$ cat src/rtl/cpu_pkg.sv
`default_nettype none

package cpu_pkg;

    localparam int data_width     = 32;
    localparam int reg_count      = 16;
    localparam int reg_addr_width = 4;
    localparam int imm_width      = 19;  // rc field plus the 15-bit tail

    typedef enum logic [2:0] {
        st_t1, st_t2, st_t3, st_t4, st_t5
    } stage_t;

    typedef enum logic [4:0] {
        op_add  = 5'b00011,
        op_sub  = 5'b00100,
        op_and  = 5'b00101,
        op_or   = 5'b00110,
        op_rotr = 5'b00111,
        op_rotl = 5'b01000,
        op_shr  = 5'b01001,
        op_shra = 5'b01010,
        op_shl  = 5'b01011,
        op_addi = 5'b01100,
        op_andi = 5'b01101,
        op_ori  = 5'b01110,
        op_div  = 5'b01111,
        op_mul  = 5'b10000,
        op_neg  = 5'b10001,
        op_not  = 5'b10010,
        op_mflo = 5'b11000,
        op_mfhi = 5'b11001
    } opcode_t;

    typedef enum logic [3:0] {
        alu_add, alu_sub, alu_and, alu_or, alu_rotr, alu_rotl,
        alu_shr, alu_shra, alu_shl, alu_neg, alu_not
    } alu_op_t;

    typedef enum logic [1:0] { md_none, md_mul, md_div } muldiv_op_t;

    typedef enum logic [1:0] { y_alu, y_hi, y_lo } y_sel_t;

    typedef struct packed {
        opcode_t                   op;
        logic [reg_addr_width-1:0] ra;    // destination
        logic [reg_addr_width-1:0] rb;    // first source
        logic [reg_addr_width-1:0] rc;    // second source, or top of the immediate
        logic [14:0]               tail;
    } instr_t;

    typedef struct packed {
        alu_op_t                   alu_op;
        muldiv_op_t                muldiv_op;
        y_sel_t                    y_sel;
        logic                      src2_imm;
        logic [reg_addr_width-1:0] dst;
        logic [reg_addr_width-1:0] src_a;
        logic [reg_addr_width-1:0] src_b;
        logic [data_width-1:0]     imm;          // already sign-extended
        logic                      operand_load; // T2
        logic                      result_load;  // T3
        logic                      wb_cycle;     // T5, every instruction retires here
        logic                      rf_write;
        logic                      hilo_write;
    } ctrl_t;

    typedef struct packed {
        logic [data_width-1:0] hi;
        logic [data_width-1:0] lo;
    } hilo_t;

    typedef struct packed {
        logic                      valid;
        logic                      write;
        logic [reg_addr_width-1:0] dst;
        logic [data_width-1:0]     data;
    } retire_t;

endpackage

`default_nettype wire

$ cat src/rtl/mul_div.sv
`timescale 1ns/1ps
`default_nettype none

module mul_div (
    input  wire logic                           clock,
    input  wire logic [cpu_pkg::data_width-1:0] a,
    input  wire logic [cpu_pkg::data_width-1:0] b,
    input  wire cpu_pkg::muldiv_op_t            muldiv_op,
    input  wire logic                           result_load,
    input  wire logic                           hilo_write,
    output cpu_pkg::hilo_t                      product
);

    logic signed [2*cpu_pkg::data_width-1:0] prod_full;
    cpu_pkg::hilo_t                          result;

    assign prod_full = $signed(a) * $signed(b);

    always_comb
    begin
        result = '0;
        case (muldiv_op)
            cpu_pkg::md_mul: result = prod_full;  // hi takes the upper half
            cpu_pkg::md_div:
            begin
                if (b == '0)
                begin
                    result.lo = '1;  // no trap on divide by zero
                    result.hi = a;
                end
                else
                begin
                    result.lo = $signed(a) / $signed(b);
                    result.hi = $signed(a) % $signed(b);
                end
            end
            default: result = '0;
        endcase
    end

    always_ff @(posedge clock)
    begin
        if (result_load)
            product <= result;
    end

    // hi/lo only take a mul or div result that was registered two cycles before
    a_hilo_source: assert property (@(posedge clock)
        $rose(hilo_write) |-> (muldiv_op != cpu_pkg::md_none) && $past(result_load, 2));

endmodule

`default_nettype wire

$ cat config.mk
export PLATFORM = sky130hd
export DESIGN_NAME = mul_div
export DESIGN_NICKNAME = d
export VERILOG_FILES = /design/src/rtl/cpu_pkg.sv /design/src/rtl/mul_div.sv
export SDC_FILE = /design/constraint.sdc
export NUM_CORES = 2
export LEC_CHECK = 0
export BUFFER_PORTS_ARGS = -buffer_cell sky130_fd_sc_hd__buf_2
export CORE_MARGIN = 3
export CORE_UTILIZATION = 40
export DETAILED_ROUTE_END_ITERATION = 10
export MAX_ROUTING_LAYER = met4
export PLACE_DENSITY = 0.66
export SLEW_MARGIN = 20
export SYNTH_ARGS = -nofsm -noshare
export SYNTH_HDL_FRONTEND = slang
export SYNTH_SLANG_ARGS = --single-unit
$ cat constraint.sdc
create_clock -name clock -period 142.7 [get_ports clock]
set_input_delay 7.135 -clock clock [delete_from_list [all_inputs] [get_ports clock]]
set_output_delay 7.135 -clock clock [all_outputs]
set_load 0.05 [all_outputs]
==> impl_metrics.json <==
{
  "pin_count": 133,
  "ys_warn_count": 0,
  "drive_above_1_share_pct": 6.13,
  "clock_tree.root_cell": "clkbuf_16",
  "timing.hold.ws_ns": 7.19,
  "vias": 72800,
  "synth_nets": 11500,
  "ant_nets": 0,
  "hold_start": "result_load",
  "ys_seq_elements": 64,
  "clkTransAtPathRegs_ns": 0.09,
  "synth_area_leader_cell": "fa_1",
  "routabilityCongestion": 1.06,
  "worstPathMaxFanout": 39,
  "cts_resized": 0,
  "min_path_cells": 1,
  "cts_tree": "done",
  "nets": 11400,
  "track_usage_pct": 33.4,
  "port_buffers": 131,
  "grt_pass1_wl_mm": 470,
  "drc": 0,
  "largest_reg_flops": 64,
  "startpoint_type": "input pin",
  "die_y_um": 437,
  "clk_path_buf_depth": 2,
  "synth-edff-count": 64,
  "dieArea_um2": 191000,
  "worst_slack_ns": 31.07,
  "max_freq_ghz": 0.00896,
  "synth_flop_cell": "edfxtp_1",
  "status": "finished, final reports clean",
  "synthArstFlopShare_pct": 0,
  "ys_types": 123,
  "period_needed_ns": 111.63,
  "hold_path_class": "in -> reg",
  "antenna_found_initial": 17,
  "slowest_stage": "o21ai_1",
  "reg_top3": "product x64",
  "grt_pass1_vias": 73400,
  "fillers": 18700,
  "area_growth_pct": 5.41,
  "crit_path_max_incr_delay_ns": 0.99,
  "postCtsSetupBuffers": 0,
  "preCtsSetupSlack_ns": 34.48,
  "hpwlAfterDp_mm": 247,
  "largest-register": "product",
  "setup_violations": 0,
  "crit_arrival_ns": 111.78,
  "vias_per_cell": 6.06,
  "cts_buffers": 9,
  "drt_wl_total_mm": 313,
  "finalHoldViolations": 0,
  "cts_hold_buf": 0,
  "synth-seq-area-share_pct": 2.58,
  "syn_area_um2": 74400,
  "grt_max_degree": 65,
  "critical_path_required_ns": 142.85,
  "wire_per_inst_um": 26.1,
  "worst_setup_path_end_kind": "flip-flop",
  "syn_avg_cell_area_um2": 7.71,
  "fp-row-count": 157,
  "slew_headroom_pct": 13.8,
  "numClockSinks": 64,
  "final_max_slew_viol_count": 0,
  "die_w_um": 437,
  "htree_levels": 3,
  "cap_violations": 0,
  "drt_iter0_drc": 7374,
  "synthCells": 9647,
  "tns_ns": 0,
  "hold_end": "product[21]",
  "crit_top_cell": "ha_1",
  "core-area_um2": 184000,
  "drt_pre_antenna_iters": 7,
  "netlist.area_leader.share_pct": 29.1,
  "setup.worst_path.class": "in -> reg",
  "grt_setup_unrepaired": "false",
  "grt_overflow": 0,
  "synth_area_leaders": "fa_1 29%, ha_1 12%, nand2_1 7.1%",
  "min_period_over_period_pct": 78.2,
  "tightest_slew_ns": 1.28,
  "initial_core_util_pct": 40.4
}
## through the flow
stage	instance area, um2	utilization (%)	std cells
finish	78400	42.6	12000
global route	78400	42.6	12000
CTS	78400	42.6	12000
detailed placement	78000	42.4	12000
global placement	78000	42.4	12000
floorplan	74400	-	9647
## worst max path at each step
stage | startpoint | end | depth (start not counted)
after floorplan | b[0] | product[48] | 362
final | b[1] | product[63] | 337
after global placement | b[1] | product[63] | 333
after detailed placement | b[1] | product[59] | 337
after CTS | b[1] | product[59] | 336
after global routing | b[1] | product[63] | 339
## placed cells by master, fill, tap and decap left out, types with 92 or more instances in the layout
master / count
buf_2: 128
a21o_1: 195
inv_1: 1273
o21a_1: 145
o21ai_0: 395
nor3_1: 172
xor2_1: 206
xnor2_1: 343
and2_1: 275
nor2_1: 663
fa_1: 1082
buf_4: 190
ha_1: 721
a21oi_1: 572
nand2_1: 1414
nand3_1: 170
nand2b_1: 92
## kinds of logic (layout without fill, tap and decap cells)
family | after synthesis | count (layout) | share of synthesized area [%]
xor gates and xnor gates | 563 | 563 | 6.65
other | 0 | 12 | 0
muxes | 64 | 64 | 0.920
AOI/OAI and AO/OA | 2121 | 2121 | 18.9
adders and majority gates | 1806 | 1806 | 41.3
DFF | 64 | 64 | 2.58
and+or+nand+nor | 3293 | 3293 | 20.7
buffers and inverters | 1736 | 1613 | 8.90
## critical path: cells and delay by family
kind	cells	cell delay (ns)
buffers and inverters	30	8.06
XOR/XNOR	2	1.15
AND/OR/NAND/NOR	120	36.92
multiplexers	4	1.17
AO/OA/AOI/OAI	149	45.74
adder cells (fa/ha/maj)	32	10.97
## per-layer routing
| layer | track usage (%) | routed length [um] | up-vias |
|---|---|---|---|
| met2 | 50.8 | 138000 | 3558 |
| met4 | 19.1 | 22400 | 0 |
| met3 | 5.27 | 26700 | 818 |
| li1 | - | - | 32100 |
| met5 | - | 0 | - |
| met1 | 42.1 | 126000 | 36300 |
## layout make-up
| cell class | count | area [um2] | share of cell area [%] |
|---|---|---|---|
| multi-input cells | 7847 | 66200 | 84.3 |
| inverters | 1277 | 4790 | 6.11 |
| well taps | 2464 | 3080 | 3.93 |
| repair buffers | 320 | 2110 | 2.69 |
| flip-flops and latches | 64 | 1920 | 2.45 |
| clock buffers | 9 | 225 | 0.287 |
| clock inverters | 7 | 119 | 0.152 |
| diodes | 12 | 30.0 | 0.0383 |
## synth_stat cells, types with 145 or more instances
library cell and count:
a21o_1 195, a21oi_1 576, and2_1 275, clkbuf_1 328
fa_1 1083, ha_1 723, inv_1 1274, nand2_1 1414
nand3_1 170, nor2_1 667, nor3_1 175, o21a_1 145
o21ai_0 397, xnor2_1 347, xor2_1 214
Power is not shown: default switching activity piles up to over one toggle a cycle in this logic, so the estimate is an artifact.
