==> src/rtl/cpu_pkg.sv <==
`default_nettype none

package cpu_pkg;

    localparam int data_width     = 32;
    localparam int reg_count      = 16;
    localparam int reg_addr_width = 4;
    localparam int imm_width      = 19;  // rc field plus the 15-bit tail

    typedef enum logic [2:0] {
        st_t1, st_t2, st_t3, st_t4, st_t5
    } stage_t;

    typedef enum logic [4:0] {
        op_add  = 5'b00011,
        op_sub  = 5'b00100,
        op_and  = 5'b00101,
        op_or   = 5'b00110,
        op_rotr = 5'b00111,
        op_rotl = 5'b01000,
        op_shr  = 5'b01001,
        op_shra = 5'b01010,
        op_shl  = 5'b01011,
        op_addi = 5'b01100,
        op_andi = 5'b01101,
        op_ori  = 5'b01110,
        op_div  = 5'b01111,
        op_mul  = 5'b10000,
        op_neg  = 5'b10001,
        op_not  = 5'b10010,
        op_mflo = 5'b11000,
        op_mfhi = 5'b11001
    } opcode_t;

    typedef enum logic [3:0] {
        alu_add, alu_sub, alu_and, alu_or, alu_rotr, alu_rotl,
        alu_shr, alu_shra, alu_shl, alu_neg, alu_not
    } alu_op_t;

    typedef enum logic [1:0] { md_none, md_mul, md_div } muldiv_op_t;

    typedef enum logic [1:0] { y_alu, y_hi, y_lo } y_sel_t;

    typedef struct packed {
        opcode_t                   op;
        logic [reg_addr_width-1:0] ra;    // destination
        logic [reg_addr_width-1:0] rb;    // first source
        logic [reg_addr_width-1:0] rc;    // second source, or top of the immediate
        logic [14:0]               tail;
    } instr_t;

    typedef struct packed {
        alu_op_t                   alu_op;
        muldiv_op_t                muldiv_op;
        y_sel_t                    y_sel;
        logic                      src2_imm;
        logic [reg_addr_width-1:0] dst;
        logic [reg_addr_width-1:0] src_a;
        logic [reg_addr_width-1:0] src_b;
        logic [data_width-1:0]     imm;          // already sign-extended
        logic                      operand_load; // T2
        logic                      result_load;  // T3
        logic                      wb_cycle;     // T5, every instruction retires here
        logic                      rf_write;
        logic                      hilo_write;
    } ctrl_t;

    typedef struct packed {
        logic [data_width-1:0] hi;
        logic [data_width-1:0] lo;
    } hilo_t;

    typedef struct packed {
        logic                      valid;
        logic                      write;
        logic [reg_addr_width-1:0] dst;
        logic [data_width-1:0]     data;
    } retire_t;

endpackage

`default_nettype wire

==> src/rtl/alu.sv <==
`timescale 1ns/1ps
`default_nettype none

module alu (
    input  wire logic                           clock,
    input  wire logic [cpu_pkg::data_width-1:0] a,
    input  wire logic [cpu_pkg::data_width-1:0] b,
    input  wire cpu_pkg::alu_op_t               alu_op,
    input  wire logic                           result_load,
    output logic      [cpu_pkg::data_width-1:0] rz
);

    logic [4:0]                         sh;
    logic [2*cpu_pkg::data_width-1:0]   rot_r;
    logic [2*cpu_pkg::data_width-1:0]   rot_l;
    logic [cpu_pkg::data_width-1:0]     result;

    assign sh    = b[4:0];          // only the low 5 bits count
    assign rot_r = {a, a} >> sh;    // low half is a rotated right
    assign rot_l = {a, a} << sh;    // high half is a rotated left

    always_comb
    begin
        case (alu_op)
            cpu_pkg::alu_add:  result = a + b;
            cpu_pkg::alu_sub:  result = a - b;
            cpu_pkg::alu_and:  result = a & b;
            cpu_pkg::alu_or:   result = a | b;
            cpu_pkg::alu_rotr: result = rot_r[cpu_pkg::data_width-1:0];
            cpu_pkg::alu_rotl: result = rot_l[2*cpu_pkg::data_width-1:cpu_pkg::data_width];
            cpu_pkg::alu_shr:  result = a >> sh;
            cpu_pkg::alu_shra: result = $signed(a) >>> sh;
            cpu_pkg::alu_shl:  result = a << sh;
            cpu_pkg::alu_neg:  result = '0 - b;
            cpu_pkg::alu_not:  result = ~b;
            default:           result = '0;
        endcase
    end

    always_ff @(posedge clock)
    begin
        if (result_load)
            rz <= result;  // held until the next T3
    end

endmodule

`default_nettype wire

==> config.mk <==
export PLATFORM = sky130hd
export DESIGN_NAME = alu
export DESIGN_NICKNAME = d
export VERILOG_FILES = /design/src/rtl/cpu_pkg.sv /design/src/rtl/alu.sv
export SDC_FILE = /design/constraint.sdc
export NUM_CORES = 1
export LEC_CHECK = 0
export BUFFER_PORTS_ARGS = -buffer_cell sky130_fd_sc_hd__buf_2
export CORE_UTILIZATION = 61
export DETAILED_ROUTE_END_ITERATION = 8
export HOLD_SLACK_MARGIN = 0.08
export PLACE_DENSITY_LB_ADDON = 0.25
export SETUP_SLACK_MARGIN = 0.02
export SYNTH_ARGS = -nofsm -noshare
export SYNTH_HDL_FRONTEND = slang
export SYNTH_SLANG_ARGS = --single-unit
==> constraint.sdc <==
create_clock -name clock -period 5.57 [get_ports clock]
set_clock_uncertainty 0.1 [all_clocks]
set_input_delay 0.2785 -clock clock [delete_from_list [all_inputs] [get_ports clock]]
set_output_delay 0.2785 -clock clock [all_outputs]
set_load 0.01 [all_outputs]
==> key figures <==
Setup path
  • Crit path capture type: flop
  • Max incr delay on CP: 530 ps
  • WP data arrival: 4500 ps
  • Crit path kind: input port to flop
  • Critical Path Slowest Stage Cell: a2111oi_0
  • Worst Setup Start Kind: input port
  • Max FO, Critical Path: 29
  • Required time of the critical path: approximately 5500 ps
  • Critical path cell sequence: buf_2 -> clkinv_1 -> or3_1 -> nor2_2 -> buf_4 -> nor2_1 -> ha_1 -> a21oi_1 -> a21oi_1 -> a211oi_1 -> nor3_1 -> a2111oi_0 -> nand4_1 -> nor3_1 -> o21ai_0

Synthesis
  • Synth Area in Compound Gates: 30.2%
  • Synth Cell Area: 10900 um^2
  • #FFs+latches synth: 32
  • Top-area cell type share of the netlist area: between 10% and 20%
  • Mux cell area share after synthesis: 18.0%
  • Top cells by count, synth: 205 x nor2_1, 164 x nand2_1, 135 x a21oi_1
  • Top cells by area, synth: ha_1 12%, mux4_2 11%, edfxtp_1 8.8%, nor2_1 7.0%, a21oi_1 6.2%
  • Cell count after synthesis: about 1.5k
  • Syn_nets: 1684
  • Synth Area in Simple Gates: approximately 21%
  • Post-synthesis sequential area ratio: 8.79%
  • Asr flop ratio synth: 0%
  • Synth Flop Type: edfxtp_1
  • Post-synthesis cell type count: 76
  • EDFF count, synth: 32
  • Adder-cell share of the synthesized area: 12.3%
  • Most frequent cell after synthesis: nor2_1
  • Syn Area/Cell: 7.25 um^2
  • Xor/xnor share of the synthesized area: under 10%
  • Largest area contributor in the netlist: ha_1
  • Largest family of logic cells by synthesized area: compound AO/OA/AOI/OAI gates
  • Ys Warns: 0

STA
  • RSZ-0062 raised after global routing: false
  • Final min period: 4570 ps
  • Setup TNS: 0 ps
  • Final WS setup: 1000 ps
  • Period utilization: 82.0%
  • Max Slew Vio Count: 0
  • Final setup vio count: 0
  • Final hold violation count: 0
  • Slew @ Worst Pin: 1160 ps
  • Slew HR: 21.6%
  • Fmax achieved: 219 MHz

CTS
  • Hold buffers post-CTS: 0
  • Sink Count: 32
  • H-tree lvl count: 2
  • Post-CTS setup buffer count: 0
  • Post-CTS resize count: 0
  • CTS tree: done
  • Clk root buf: clkbuf_16
  • Worst-path clk slew: 60 ps
  • Clk buf depth: 2
  • TritonCTS Buffers: 5

Final layout
  • Max reg flops: 32
  • Area growth, synth to finish: 6.60%
  • Biggest register: rz
  • Share of layout cells above drive strength 1: 14.8%
  • Final nets: roughly 1.7k
  • Top Registers: rz x32

Floorplan
  • Die Footprint: 18500 um^2
  • Floorplan Core Area: 17400 um^2
  • Width of the die: 136 um
  • Row cnt: 48
  • Starting Density: 62.8%
  • Die height: between 100 and 150 um
  • Top Ports: 102

Route
  • DRC: 0
  • DR pass1 iterations: 8
  • Routed WL per cell: approximately 28 um
  • Routed Antenna Nets: 0
  • DR vias: 13.5k
  • Drt total wl: 50.0 mm
  • Via density: 7.65
  • DRC marker count from the first detailed-route iteration: between 2k and 2.5k

Power
  • IR Drop Worst-Case VDD: 0.000144 V
  • Switching share of power: 50.8%
  • P per Cell Area: between 150 and 200 nW/um^2
  • Comb pwr share: 67.7%
  • Internal power: roughly 910 uW
  • Clk pwr share: 15.2%
  • Leak: just under 0.005 uW
  • Sequential share of power: 17.1%
  • Psw: 942 uW

Global route
  • Largest net degree at the start of global routing: 87
  • Total gr overflow: 0
  • Vias in the first global route: roughly 12k
  • First-pass GRT wire length: a little over 70 mm
  • Tot GR Track Use: a little over half
  • Initial antenna violation count: 1

Run status
  • Status: completed

Place
  • Placed wire-length estimate: 37.6 mm
  • I/O Buffers: 101
  • GPL Wtd Cong: 1.12
  • Pre-CTS setup slack: 874 ps

Min path
  • Hold path cells: 4
  • Hold path startpoint: b[15]
  • Worst hold endpoint: rz[15]
  • Min-Delay Path Class: input port to flop

Run
  • Max-Cap Viols: 0
critical path, delay by kind of cell:
family / cells / cell delay (ps)
compound gates: 5 / 1550
fa+ha+maj: 1 / 400
buf+inv: 3 / 890
simple gates: 6 / 1360
power groups by stage:
stage          Combinational [uW]  Clock, uW  Sequential (uW)
2_1_floorplan                 772          0              340
3_3_place_gp                 1160          0              320
3_5_place_dp                 1170          0              321
4_1_cts                      1180        279              317
5_1_grt                      1310        284              319
6_report                     1260        281              317
cells in the final DEF, fill, tap and decap left out, types with 12 or more instances in the layout:
cell / count
a21oi_1: 135
inv_1: 72
nand2_1: 164
o21ai_0: 105
nor3_1: 27
ha_1: 104
a31oi_1: 18
nand3_1: 34
mux2i_1: 47
xor2_1: 18
xnor2_1: 25
edfxtp_1: 32
mux4_2: 54
o22ai_1: 53
a21o_1: 25
buf_4: 28
a211oi_1: 17
nor2_1: 204
o221ai_1: 24
mux2_2: 16
nand4_1: 12
buf_2: 99
nand2b_1: 14
o211ai_1: 25
final cells by class:
class	instances	area (um^2)
diodes	2	5.00
repair buffers	127	706
flip-flops and latches	32	961
well taps	225	282
inverters	78	293
multi-input cells	1295	9280
clock buffers	6	129
fillers	1542	5760
clock inverters	1	5.00
logic make-up (layout without fill, tap and decap cells):
family	Yosys count	after routing
simple gates	513	513
other cells	0	2
mux	121	121
fa+ha+maj	106	106
xor+xnor	43	43
buf+inv	181	212
flops	32	32
compound gates	512	512
metal layers:
| metal | GRT usage (%) | routed length, um | vias up |
|---|---|---|---|
| met1 | 65.6 | 17600 | 6226 |
| met3 | 22.1 | 8260 | 273 |
| met4 | 35.1 | 3670 | 2 |
| met2 | 75.5 | 20400 | 1249 |
| li1 | - | - | 5753 |
| met5 | 3.61 | 82 | - |
through the flow:
stage	power (uW)	hold WS (ps)	area, um^2	cells	util, %
after floorplan	1110	291	10900	1508	-
after global routing	1910	541	11700	1764	66.9
after global placement	1480	587	11500	1757	66.1
after detailed placement	1490	587	11500	1757	66.1
after CTS	1780	484	11700	1764	66.9
final	1850	501	11700	1766	66.9
worst max path at each step:
stage              start     end  slack (ps)  depth (start not counted)
3_3_place_gp   alu_op[0]  rz[30]         890                         15
3_5_place_dp   alu_op[0]  rz[30]         870                         15
4_1_cts        alu_op[0]  rz[30]        1190                         15
5_1_grt        alu_op[0]  rz[30]         760                         15
6_report       alu_op[0]  rz[30]        1000                         15
2_1_floorplan  alu_op[2]  rz[29]        1380                         15
No activity file was read; power rests on OpenSTA's default activity.
