===== src/rtl/cpu_pkg.sv =====
`default_nettype none

package cpu_pkg;

    localparam int data_width     = 32;
    localparam int reg_count      = 16;
    localparam int reg_addr_width = 4;
    localparam int imm_width      = 19;  // rc field plus the 15-bit tail

    typedef enum logic [2:0] {
        st_t1, st_t2, st_t3, st_t4, st_t5
    } stage_t;

    typedef enum logic [4:0] {
        op_add  = 5'b00011,
        op_sub  = 5'b00100,
        op_and  = 5'b00101,
        op_or   = 5'b00110,
        op_rotr = 5'b00111,
        op_rotl = 5'b01000,
        op_shr  = 5'b01001,
        op_shra = 5'b01010,
        op_shl  = 5'b01011,
        op_addi = 5'b01100,
        op_andi = 5'b01101,
        op_ori  = 5'b01110,
        op_div  = 5'b01111,
        op_mul  = 5'b10000,
        op_neg  = 5'b10001,
        op_not  = 5'b10010,
        op_mflo = 5'b11000,
        op_mfhi = 5'b11001
    } opcode_t;

    typedef enum logic [3:0] {
        alu_add, alu_sub, alu_and, alu_or, alu_rotr, alu_rotl,
        alu_shr, alu_shra, alu_shl, alu_neg, alu_not
    } alu_op_t;

    typedef enum logic [1:0] { md_none, md_mul, md_div } muldiv_op_t;

    typedef enum logic [1:0] { y_alu, y_hi, y_lo } y_sel_t;

    typedef struct packed {
        opcode_t                   op;
        logic [reg_addr_width-1:0] ra;    // destination
        logic [reg_addr_width-1:0] rb;    // first source
        logic [reg_addr_width-1:0] rc;    // second source, or top of the immediate
        logic [14:0]               tail;
    } instr_t;

    typedef struct packed {
        alu_op_t                   alu_op;
        muldiv_op_t                muldiv_op;
        y_sel_t                    y_sel;
        logic                      src2_imm;
        logic [reg_addr_width-1:0] dst;
        logic [reg_addr_width-1:0] src_a;
        logic [reg_addr_width-1:0] src_b;
        logic [data_width-1:0]     imm;          // already sign-extended
        logic                      operand_load; // T2
        logic                      result_load;  // T3
        logic                      wb_cycle;     // T5, every instruction retires here
        logic                      rf_write;
        logic                      hilo_write;
    } ctrl_t;

    typedef struct packed {
        logic [data_width-1:0] hi;
        logic [data_width-1:0] lo;
    } hilo_t;

    typedef struct packed {
        logic                      valid;
        logic                      write;
        logic [reg_addr_width-1:0] dst;
        logic [data_width-1:0]     data;
    } retire_t;

endpackage

`default_nettype wire


===== src/rtl/register_bank.sv =====
`timescale 1ns/1ps
`default_nettype none

module register_bank (
    input  wire logic                           clock,
    input  wire logic                           rst_n,
    input  wire cpu_pkg::ctrl_t                 ctrl,
    input  wire logic [cpu_pkg::data_width-1:0] rz,
    input  wire cpu_pkg::hilo_t                 product,
    output logic      [cpu_pkg::data_width-1:0] a,
    output logic      [cpu_pkg::data_width-1:0] b,
    output cpu_pkg::retire_t                    retire
);

    logic [cpu_pkg::data_width-1:0] regs [cpu_pkg::reg_count];
    logic [cpu_pkg::data_width-1:0] hi;
    logic [cpu_pkg::data_width-1:0] lo;
    logic [cpu_pkg::data_width-1:0] y;

    always_ff @(posedge clock)
    begin
        if (!rst_n)
        begin
            for (int i = 0; i < cpu_pkg::reg_count; i++)
                regs[i] <= '0;
            hi <= '0;
            lo <= '0;
        end
        else
        begin
            if (ctrl.rf_write)
                regs[ctrl.dst] <= y;
            if (ctrl.hilo_write)
            begin
                hi <= product.hi;
                lo <= product.lo;
            end
        end
    end

    // operand latches, loaded in T2
    always_ff @(posedge clock)
    begin
        if (ctrl.operand_load)
        begin
            a <= regs[ctrl.src_a];
            b <= ctrl.src2_imm ? ctrl.imm : regs[ctrl.src_b];
        end
    end

    always_comb
    begin
        case (ctrl.y_sel)
            cpu_pkg::y_hi: y = hi;
            cpu_pkg::y_lo: y = lo;
            default:       y = rz;
        endcase
    end

    always_comb
    begin
        retire.valid = ctrl.wb_cycle;
        retire.write = ctrl.rf_write;
        retire.dst   = ctrl.dst;
        retire.data  = y;  // value written on this edge when write is set
    end

    // one retire per pass, three cycles after the operand latch
    a_single_retire: assert property (@(posedge clock) disable iff (!rst_n)
        retire.valid |-> $past(ctrl.operand_load, 3) ##1 !retire.valid);

endmodule

`default_nettype wire


===== config.mk =====
export PLATFORM = sky130hd
export DESIGN_NAME = register_bank
export DESIGN_NICKNAME = d
export VERILOG_FILES = /design/src/rtl/cpu_pkg.sv /design/src/rtl/register_bank.sv
export SDC_FILE = /design/constraint.sdc
export NUM_CORES = 1
export LEC_CHECK = 0
export BUFFER_PORTS_ARGS = -buffer_cell sky130_fd_sc_hd__buf_4
export CELL_PAD_IN_SITES_DETAIL_PLACEMENT = 1
export CELL_PAD_IN_SITES_GLOBAL_PLACEMENT = 2
export CORE_AREA = 2 2 323 325
export CTS_BUF_LIST = sky130_fd_sc_hd__clkbuf_2 sky130_fd_sc_hd__clkbuf_4 sky130_fd_sc_hd__clkbuf_8
export DETAILED_ROUTE_END_ITERATION = 10
export DIE_AREA = 0 0 325 327
export MAX_ROUTING_LAYER = met4
export PLACE_DENSITY = 0.69
export SYNTH_ARGS = -nofsm -noshare
export SYNTH_HDL_FRONTEND = slang
export SYNTH_SLANG_ARGS = --single-unit

===== constraint.sdc =====
create_clock -name clock -period 1.9 [get_ports clock]
set_input_delay 0.095 -clock clock [delete_from_list [all_inputs] [get_ports clock]]
set_output_delay 0.095 -clock clock [all_outputs]
set_load 0.02 [all_outputs]

==> reports/metrics.cfg, run 1 <==
[outcome]
status=finished with violations
failed_checks=setup timing

[clock_tree]
worst_skew_pair.late_latency_ps=810
cts_buffer_depth=3
path_clk_slew_ps=60
clock_tree.root_cell=clkbuf_8
htreeDepth=3
cts_buffers=113
cts.sinks=640
cts_tree=done

[synth]
ys.flop_type=edfxtp_1
synth-edff-count=576
ys_types=27
synth_xor_area_frac=0
ys_seq_elements=640
ys_seq_area_frac=0.605
yosys.cell_count.top_type=edfxtp_1
synth_commonest_cells=edfxtp_1 (576), nor2_1 (545), mux4_2 (282), clkbuf_1 (127), mux2i_1 (96)
synth-compound-area-share=0.0313
synthesis.instances=2038
syn-cell-area_um2=30700
synth-async-reset-ratio=0
synth_top_family_by_area=multiplexers
synth-adder-area-share=0.000815
synth.largest_area_cell=edfxtp_1
yosys_warnings=0
yosys.area_share.simple=0.0861
muxShareOfSynthArea=0.243
avgSynthCellArea_um2=15.1
synth.area.top_cells=edfxtp_1 (56%), mux4_2 (21%), nor2_1 (6.7%)
netlist.area_leader.share=0.563
synth_fp_nets=2196

[critical_path]
crit_family=compound AO/OA/AOI/OAI gates
path_cells=a221o_1 -> o21ai_2 -> buf_12 -> inv_1 -> buf_4
r2r-end=lo[14]
cp_slowest_cell=a221o_1
start_kind=flop
slowest_delay_ps=340
cp-end-kind=primary output
endpoint=retire[20]
cp.depth=5
rr_worst_depth=5
criticalPathCategory=reg2out
critPathBufInv=3
regToRegStartpoint=lo[14]
r2r_slack_ps=60
cp_max_fo=2
crit_start=hi[20]
cp.arrival_ps=1960
cp_data_required_time_ps=1800

[route]
drt-total-wl_mm=122
first_pass_iters=5
vias=22300
routed_via_density=5.36
drt_iter0_markers=2304
drc=0
ant_nets=0
wl_per_cell_um=29.4

[sta]
fin_worst_skew_ps=71.2
period_share=1.08
worst_pin_slew_ps=606
finalWorstSetupSlack_ps=-151
period_minus_slack_ps=2050
final-setup-viol-count=25
hold_violations=0
max_freq_mhz=487
maxSlewViolCount=0
grt_setup_unrepaired=true
slew_headroom=0.596

[placement]
dp_hpwl_mm=73.1
io_buffer_count=248
place.gp.congestion=0.831
place_ws_ps=-85.2

[cells_and_area]
drive_above_1_share=0.379
area_growth_pct=35.5
nNetsFinal=2830

[global_routing]
grt_pass1_vias=24100
grt_use_total=0.235
grt_overflow=0
grt_max_degree=65
grt_pass1_wl_mm=175
antenna_found_initial=3

[die]
die_x_um=325
initial_utilization=0.298
chipHeight_um=327
rows=118
coreArea_um2=103000
die-area_um2=106000
io_pins=258

[pwr]
pwr_density_cell_nw_per_um2=871
power_frac_seq=0.456
p_leak_nw=15.7
clkPwrFrac=0.373
combPwrFrac=0.171
vdd_drop_max_uv=574
intPower_mw=26.3
p_sw_frac=0.275
switchingPower_mw=9.96
power.total_mw=36.3

[job]
maxCapViolCount=0

[min_path]
hp-start=ctrl[49]
min_path_type=in2reg

[per-layer routing]
metal / up-vias / share of wire / global-route usage
li1: 9151 / - / -
met2: 1194 / 0.50 / 0.396
met1: 11700 / 0.39 / 0.288
met4: 0 / 0.031 / 0.0808
met5: - / 0 / -
met3: 235 / 0.077 / 0.0388
[metrics by stage]
| stage | instances | utilization | TNS, ps | instance area (µm²) | hold slack, ps |
|---|---|---|---|---|---|
| 6_report | 4153 | 0.405 | -1140 | 41600 | 51.2 |
| 5_1_grt | 4153 | 0.405 | -3460 | 41600 | 44.7 |
| 4_1_cts | 4148 | 0.404 | -3220 | 41600 | 0.514 |
| 3_5_place_dp | 3645 | 0.351 | -809 | 36100 | 190 |
| 3_3_place_gp | 3645 | 0.351 | -1060 | 36100 | 190 |
| 2_1_floorplan | 2038 | - | 0 | 30700 | 207 |
[what timing repair did]
| action | 4_1_cts | 5_1_grt |
|---|---|---|
| hold buffers | 247 | 0 |
| pin swaps | 28 | 14 |
| hold endpoints to repair | 622 | 0 |
| setup buffers | 43 | 7 |
| setup endpoints to repair | 32 | 36 |
| gates resized for setup | 136 | 25 |
[worst min-delay path, stage by stage]
cell,delay [ps]
buf_4,100
inv_2,40
buf_12,200
nor2_1,160
a221oi_1,60
[flip-flops by register name, summed over array words and instances (netlist names)]
| name | cells |
|---|---|
| regs | 512 |
| a | 32 |
| b | 32 |
| hi | 32 |
| lo | 32 |
[power groups by stage]
| stage | registers, mW | clock network [mW] | logic [mW] |
|---|---|---|---|
| 6_report | 16.5 | 13.5 | 6.20 |
| 5_1_grt | 16.6 | 14.4 | 6.52 |
| 4_1_cts | 16.5 | 13.8 | 6.18 |
| 3_5_place_dp | 16.8 | 0 | 5.34 |
| 3_3_place_gp | 16.8 | 0 | 5.27 |
| 2_1_floorplan | 16.8 | 0 | 2.57 |
[worst min path at each step]
stage	to	slack, ps	cells after the start
floorplan	a[0]	210	0
detailed placement	retire[37]	190	0
CTS	lo[1]	0.5	3
finish	b[18]	50	5
global route	lo[1]	40	3
global placement	retire[37]	190	0
[area by class of cell]
cell class,instances,area [µm²]
Inverter,36,210
Fill cell,10500,61300
Clock inverter,77,597
Clock buffer,136,1730
Timing Repair Buffer,717,7450
Sequential cell,640,18600
Tap cell,1380,1730
Antenna cell,3,7.51
Multi-Input combinational cell,1164,11300
[layout by cell type (no fill, tap or decap), drive strengths merged, types with 2 or more instances in the layout]
cell type and count:
diode 3, inv 40, dlygate4sd3 241, edfxtp 576
and4b 2, o22ai 32, nor2 545, ha 2
nand3 4, nor2b 67, dlymetal6s4s 2, mux4 288
clkinv 59, dfxtp 64, clkinvlp 6, a221oi 32
mux2i 96, nand2 28, bufinv 8, o21ai 32
buf 473, clkbuf 137, a221o 32
[kinds of logic after synthesis]
family | count (synthesis)
simple gates | 650
compound gates | 128
mux | 384
buf+inv | 234
flops | 640
fa+ha+maj | 2
Power figures use the tool's default switching activity.
==> run 2: changes to the inputs <==
--- a/config.mk
+++ b/config.mk
@@ -8,12 +8,12 @@
 export BUFFER_PORTS_ARGS = -buffer_cell sky130_fd_sc_hd__buf_4
 export CELL_PAD_IN_SITES_DETAIL_PLACEMENT = 1
 export CELL_PAD_IN_SITES_GLOBAL_PLACEMENT = 2
-export CORE_AREA = 2 2 323 325
+export CORE_AREA = 4 4 279 281
 export CTS_BUF_LIST = sky130_fd_sc_hd__clkbuf_2 sky130_fd_sc_hd__clkbuf_4 sky130_fd_sc_hd__clkbuf_8
 export DETAILED_ROUTE_END_ITERATION = 10
-export DIE_AREA = 0 0 325 327
+export DIE_AREA = 0 0 283 285
 export MAX_ROUTING_LAYER = met4
-export PLACE_DENSITY = 0.69
+export PLACE_DENSITY = 0.86
 export SYNTH_ARGS = -nofsm -noshare
 export SYNTH_HDL_FRONTEND = slang
 export SYNTH_SLANG_ARGS = --single-unit
==> run 2 against run 1 <==
Against the previous run:
- the run still ends with setup timing left
- flip-flop and latch count unchanged
- clock-buffer cell count rose by 13
- critical path type unchanged
- maximum frequency is 6.6% higher
- cell count shrank 13%
- combinational power down 6.9%
- global-route usage is 5.2 points higher
- register-to-register slack better by 90 ps
- sequential power about the same
- die area fell by 24%
- total power shrank 2.0%
- sequential share of layout area rose by 2.4 points
- hold slack worse by 11 ps
- highest routed layer unchanged
==> reports/metrics.cfg, run 2 (synthesis results as in run 1) <==
[die]
initial_utilization=0.407
io_pins=258
die-area_um2=80700
coreArea_um2=75400
die_x_um=283
chipHeight_um=285
rows=101

[route]
ant_nets=0
wl_per_cell_um=31.5
vias=22200
drc=0
first_pass_iters=5
drt_iter0_markers=2654
routed_via_density=6.15
drt-total-wl_mm=114

[sta]
period_minus_slack_ps=1920
period_share=1.01
hold_violations=0
final-setup-viol-count=3
grt_setup_unrepaired=true
fin_worst_skew_ps=43.3
maxSlewViolCount=0
finalWorstSetupSlack_ps=-24.4
worst_pin_slew_ps=687
max_freq_mhz=520
slew_headroom=0.542

[clock_tree]
clock_tree.root_cell=clkbuf_8
cts_tree=done
path_clk_slew_ps=70
cts_buffer_depth=3
worst_skew_pair.late_latency_ps=740
cts_buffers=112
cts.sinks=640
htreeDepth=3

[cells_and_area]
final_common_cell=edfxtp_1
top_register=regs
final_cell_mix=edfxtp_1 (576), nor2_1 (545), buf_4 (350)
final_area_um2=39600
utilization=0.524
nNetsFinal=2706
fill_cells=7221
area_growth_pct=28.8
drive_above_1_share=0.396
largest_reg_flops=512

[pwr]
p_leak_nw=14.9
power.total_mw=35.5
vdd_drop_max_uv=517
pwr_density_cell_nw_per_um2=899

[outcome]
status=finished with violations
failed_checks=setup timing

[critical_path]
crit_start=lo[20]
r2r-end=b[1]
endpoint=retire[20]
start_kind=flop
rr_worst_depth=3
regToRegStartpoint=regs[7][1]
slowest_delay_ps=340
cp.arrival_ps=1830
path_cells=a221o_1 -> o21ai_2 -> buf_12 -> inv_4 -> buf_6
r2r_slack_ps=150
cp_slowest_cell=a221o_1
cp-end-kind=primary output
criticalPathCategory=reg2out
cp_data_required_time_ps=1800
cp_max_fo=2

[global_routing]
grt_pass1_vias=23900
antenna_found_initial=2
grt_pass1_wl_mm=166
grt_max_degree=65
grt_use_total=0.288
grt_overflow=0

[min_path]
min_path_type=in2reg
holdPathStages=5

[placement]
place_ws_ps=-75.5
place.gp.congestion=0.897
placed_cell_area_um2=35400
io_buffer_count=248
dp_hpwl_mm=71.0

[job]
maxCapViolCount=0

-- run 2: worst min path at each step --
stage                        from          to  slack [ps]
after detailed placement  ctrl[2]  retire[37]         190
after floorplan           ctrl[4]        a[0]         210
after global routing        rz[5]  regs[0][5]          40
final                       rz[5]  regs[4][5]          40
after CTS                   rz[2]  regs[9][2]           1
after global placement    ctrl[2]  retire[37]         190
-- run 2: stage by stage --
step	hold WS, ps	setup TNS (ps)	instances
after floorplan	207	0	2038
after global placement	190	-2530	3239
after global routing	36.2	-1100	3615
final	40.3	-46.8	3615
after CTS	1.19	-1030	3610
after detailed placement	190	-2630	3239
-- run 2: layout make-up --
class                      count  area [µm²]  area share
antenna                        1        2.50   0.0000633
clock buffer                 149        1860      0.0469
clock inverter                53         428      0.0108
inverter                      36         203     0.00512
multi-input combinational   1164       11300       0.285
sequential                   640       18600       0.471
tap                          978        1220      0.0309
timing repair buffer         594        5940       0.150
-- run 2: power by group --
part / total [mW] / switching, mW / internal, mW
clock: 13.2 / 6.02 / 7.19
sequential: 16.6 / 0.451 / 16.1
combinational: 5.77 / 3.03 / 2.74
total: 35.5 / 9.50 / 26.0
-- run 2: critical path: cells and delay by family (launching register included) --
| kind | cells | cell delay [ps] |
|---|---|---|
| DFF | 1 | 330 |
| buffers and inverters | 3 | 320 |
| AOI/OAI and AO/OA | 2 | 450 |
-- run 2: routing by layer --
| layer | vias to the layer above | routed length, µm | global-route usage |
|---|---|---|---|
| li1 | 8884 | - | - |
| met1 | 11500 | 40100 | 0.352 |
| met2 | 1565 | 56900 | 0.474 |
| met3 | 284 | 12600 | 0.0687 |
| met4 | 0 | 4170 | 0.0950 |
| met5 | - | 0 | - |
-- run 2: timing repair --
action / CTS / global route
setup buffers: 40 / 6
pin swaps: 26 / 13
hold endpoints to repair: 236 / 32
endpoints found under the setup margin: 32 / 30
gates resized for setup: 125 / 27
hold buffers: 129 / 2
==> run 3: changes to the inputs <==
--- a/config.mk
+++ b/config.mk
@@ -6,14 +6,15 @@
 export NUM_CORES = 1
 export LEC_CHECK = 0
 export BUFFER_PORTS_ARGS = -buffer_cell sky130_fd_sc_hd__buf_4
+export CAP_MARGIN = 20
 export CELL_PAD_IN_SITES_DETAIL_PLACEMENT = 1
 export CELL_PAD_IN_SITES_GLOBAL_PLACEMENT = 2
-export CORE_AREA = 4 4 279 281
+export CORE_AREA = 4 4 256 258
 export CTS_BUF_LIST = sky130_fd_sc_hd__clkbuf_2 sky130_fd_sc_hd__clkbuf_4 sky130_fd_sc_hd__clkbuf_8
 export DETAILED_ROUTE_END_ITERATION = 10
-export DIE_AREA = 0 0 283 285
+export DIE_AREA = 0 0 260 262
 export MAX_ROUTING_LAYER = met4
-export PLACE_DENSITY = 0.86
+export PLACE_DENSITY = 0.95
 export SYNTH_ARGS = -nofsm -noshare
 export SYNTH_HDL_FRONTEND = slang
 export SYNTH_SLANG_ARGS = --single-unit
==> constraint.sdc (replaced) <==
create_clock -name clock -period 2.5 [get_ports clock]
set_input_delay 0.125 -clock clock [delete_from_list [all_inputs] [get_ports clock]]
set_output_delay 0.125 -clock clock [all_outputs]
set_load 0.02 [all_outputs]
==> run 3 against run 2 <==
Against the previous run:
- the flow now finishes without violations
- clock power down 30%
- die area decreased by 16%
- clock skew grew 17 ps
- largest cell class unchanged
==> reports/metrics.cfg, run 3 (synthesis results as in run 1) <==
[pwr]
p_leak_nw=14.2
p_sw_frac=0.270
power.total_mw=25.6
vdd_drop_max_uv=437
intPower_mw=18.7
switchingPower_mw=6.91
power_frac_seq=0.491
clkPwrFrac=0.359
pwr_density_cell_nw_per_um2=682
combPwrFrac=0.151

[critical_path]
path_cells=a221o_1 -> o21ai_1 -> buf_4 -> inv_1 -> buf_4
cp_max_fo=17
regToRegStartpoint=regs[2][30]
slowest_delay_ps=330
crit_start=hi[23]
cp_slowest_cell=dfxtp_1
criticalPathCategory=reg2out
r2r_slack_ps=730
crit_family=buffers and inverters
cp_data_required_time_ps=2380
cp.arrival_ps=2130
start_kind=flop
cp_common_cell=buf_4
cp-end-kind=primary output
cp.depth=5
critPathBufInv=3
rr_worst_depth=2

[die]
die_x_um=260
coreArea_um2=63000
initial_utilization=0.488
io_pins=258
die-area_um2=68100
chipHeight_um=262
rows=92

[clock_tree]
clock_tree.root_cell=clkbuf_8
cts_buffer_depth=3
path_clk_slew_ps=70
cts_buffers=106
cts.sinks=640
cts_tree=done
htreeDepth=3
worst_skew_pair.late_latency_ps=760

[placement]
place.gp.congestion=0.874
place_ws_ps=382
io_buffer_count=248
dp_hpwl_mm=67.4

[route]
ant_nets=0
routed_via_density=6.52
drt-total-wl_mm=114
drt_iter0_markers=3133
first_pass_iters=6
wl_per_cell_um=33.2
vias=22300
drc=0

[global_routing]
grt_max_degree=71
grt_use_total=0.345
grt_overflow=0
met1_usage=0.396
use_met2=0.572
groute.layer.met3.usage=0.0808
grt.busiest_layer=met2
grt_pass1_wl_mm=164
antenna_found_initial=3
grt_pass1_vias=24300

[cells_and_area]
largest_reg_flops=512
top_register=regs
final_common_cell=edfxtp_1
final_cell_mix=edfxtp_1 (576), nor2_1 (545), buf_4 (357)
drive_above_1_share=0.323
area_growth_pct=22.5
nNetsFinal=2643

[sta]
maxSlewViolCount=0
hold_violations=0
slew_headroom=0.446
worst_pin_slew_ps=831
grt_setup_unrepaired=false
max_freq_mhz=443
period_minus_slack_ps=2260
finalWorstSetupSlack_ps=245
fin_worst_skew_ps=60.5
final-setup-viol-count=0
tns_ps=0
period_share=0.902

[min_path]
hp-start=ctrl[0]
holdPathStages=3
min_path_type=in2reg

[outcome]
status=finished clean

[job]
maxCapViolCount=0

## run 3: what timing repair did
item                                   in CTS  in global routing
hold buffers                              159                  0
resized for setup                           0                  0
setup buffers                               0                  0
endpoints found under the hold margin     621                  0
## run 3: power by group through the flow
stage / Clock (mW) / Combinational (mW) / Sequential, mW
detailed placement: 0 / 3.55 / 12.8
global placement: 0 / 3.43 / 12.7
finish: 9.20 / 3.86 / 12.6
global route: 9.80 / 4.03 / 12.6
floorplan: 0 / 1.95 / 12.7
CTS: 9.27 / 3.79 / 12.6
## run 3: stage by stage
stage | instances | instance area (µm²) | hold slack, ps | util
after floorplan | 2038 | 30700 | 237 | -
after CTS | 3419 | 37600 | 1.73 | 0.597
final | 3421 | 37600 | 62.3 | 0.597
after detailed placement | 3064 | 34000 | 250 | 0.539
after global routing | 3421 | 37600 | 80.7 | 0.597
after global placement | 3064 | 34000 | 250 | 0.539
## run 3: worst paths after layout
kind	to
min reg2reg	hi[10]
min	lo[27]
max	retire[23]
max reg2reg	a[30]
## run 3: layout make-up
type	instances	area, µm²
antenna	2	5.00
clock buffer	150	1830
inverter	36	135
timing repair buffer	537	4670
fill	5905	25400
clock inverter	46	233
sequential	640	18600
multi-input combinational	1164	11100
tap	846	1060
## run 3: worst reg2reg max path: stages, from the launching register on
cell      delay [ps]
edfxtp_1         450
mux4_2           510
mux4_2           490
## run 3: per-layer routing
layer | routed length (µm) | up-vias | share of wire
met1 | 36500 | 11300 | 0.32
met2 | 56900 | 1865 | 0.50
met3 | 13600 | 448 | 0.12
li1 | - | 8739 | -
met4 | 6530 | 0 | 0.057
met5 | 0 | - | 0
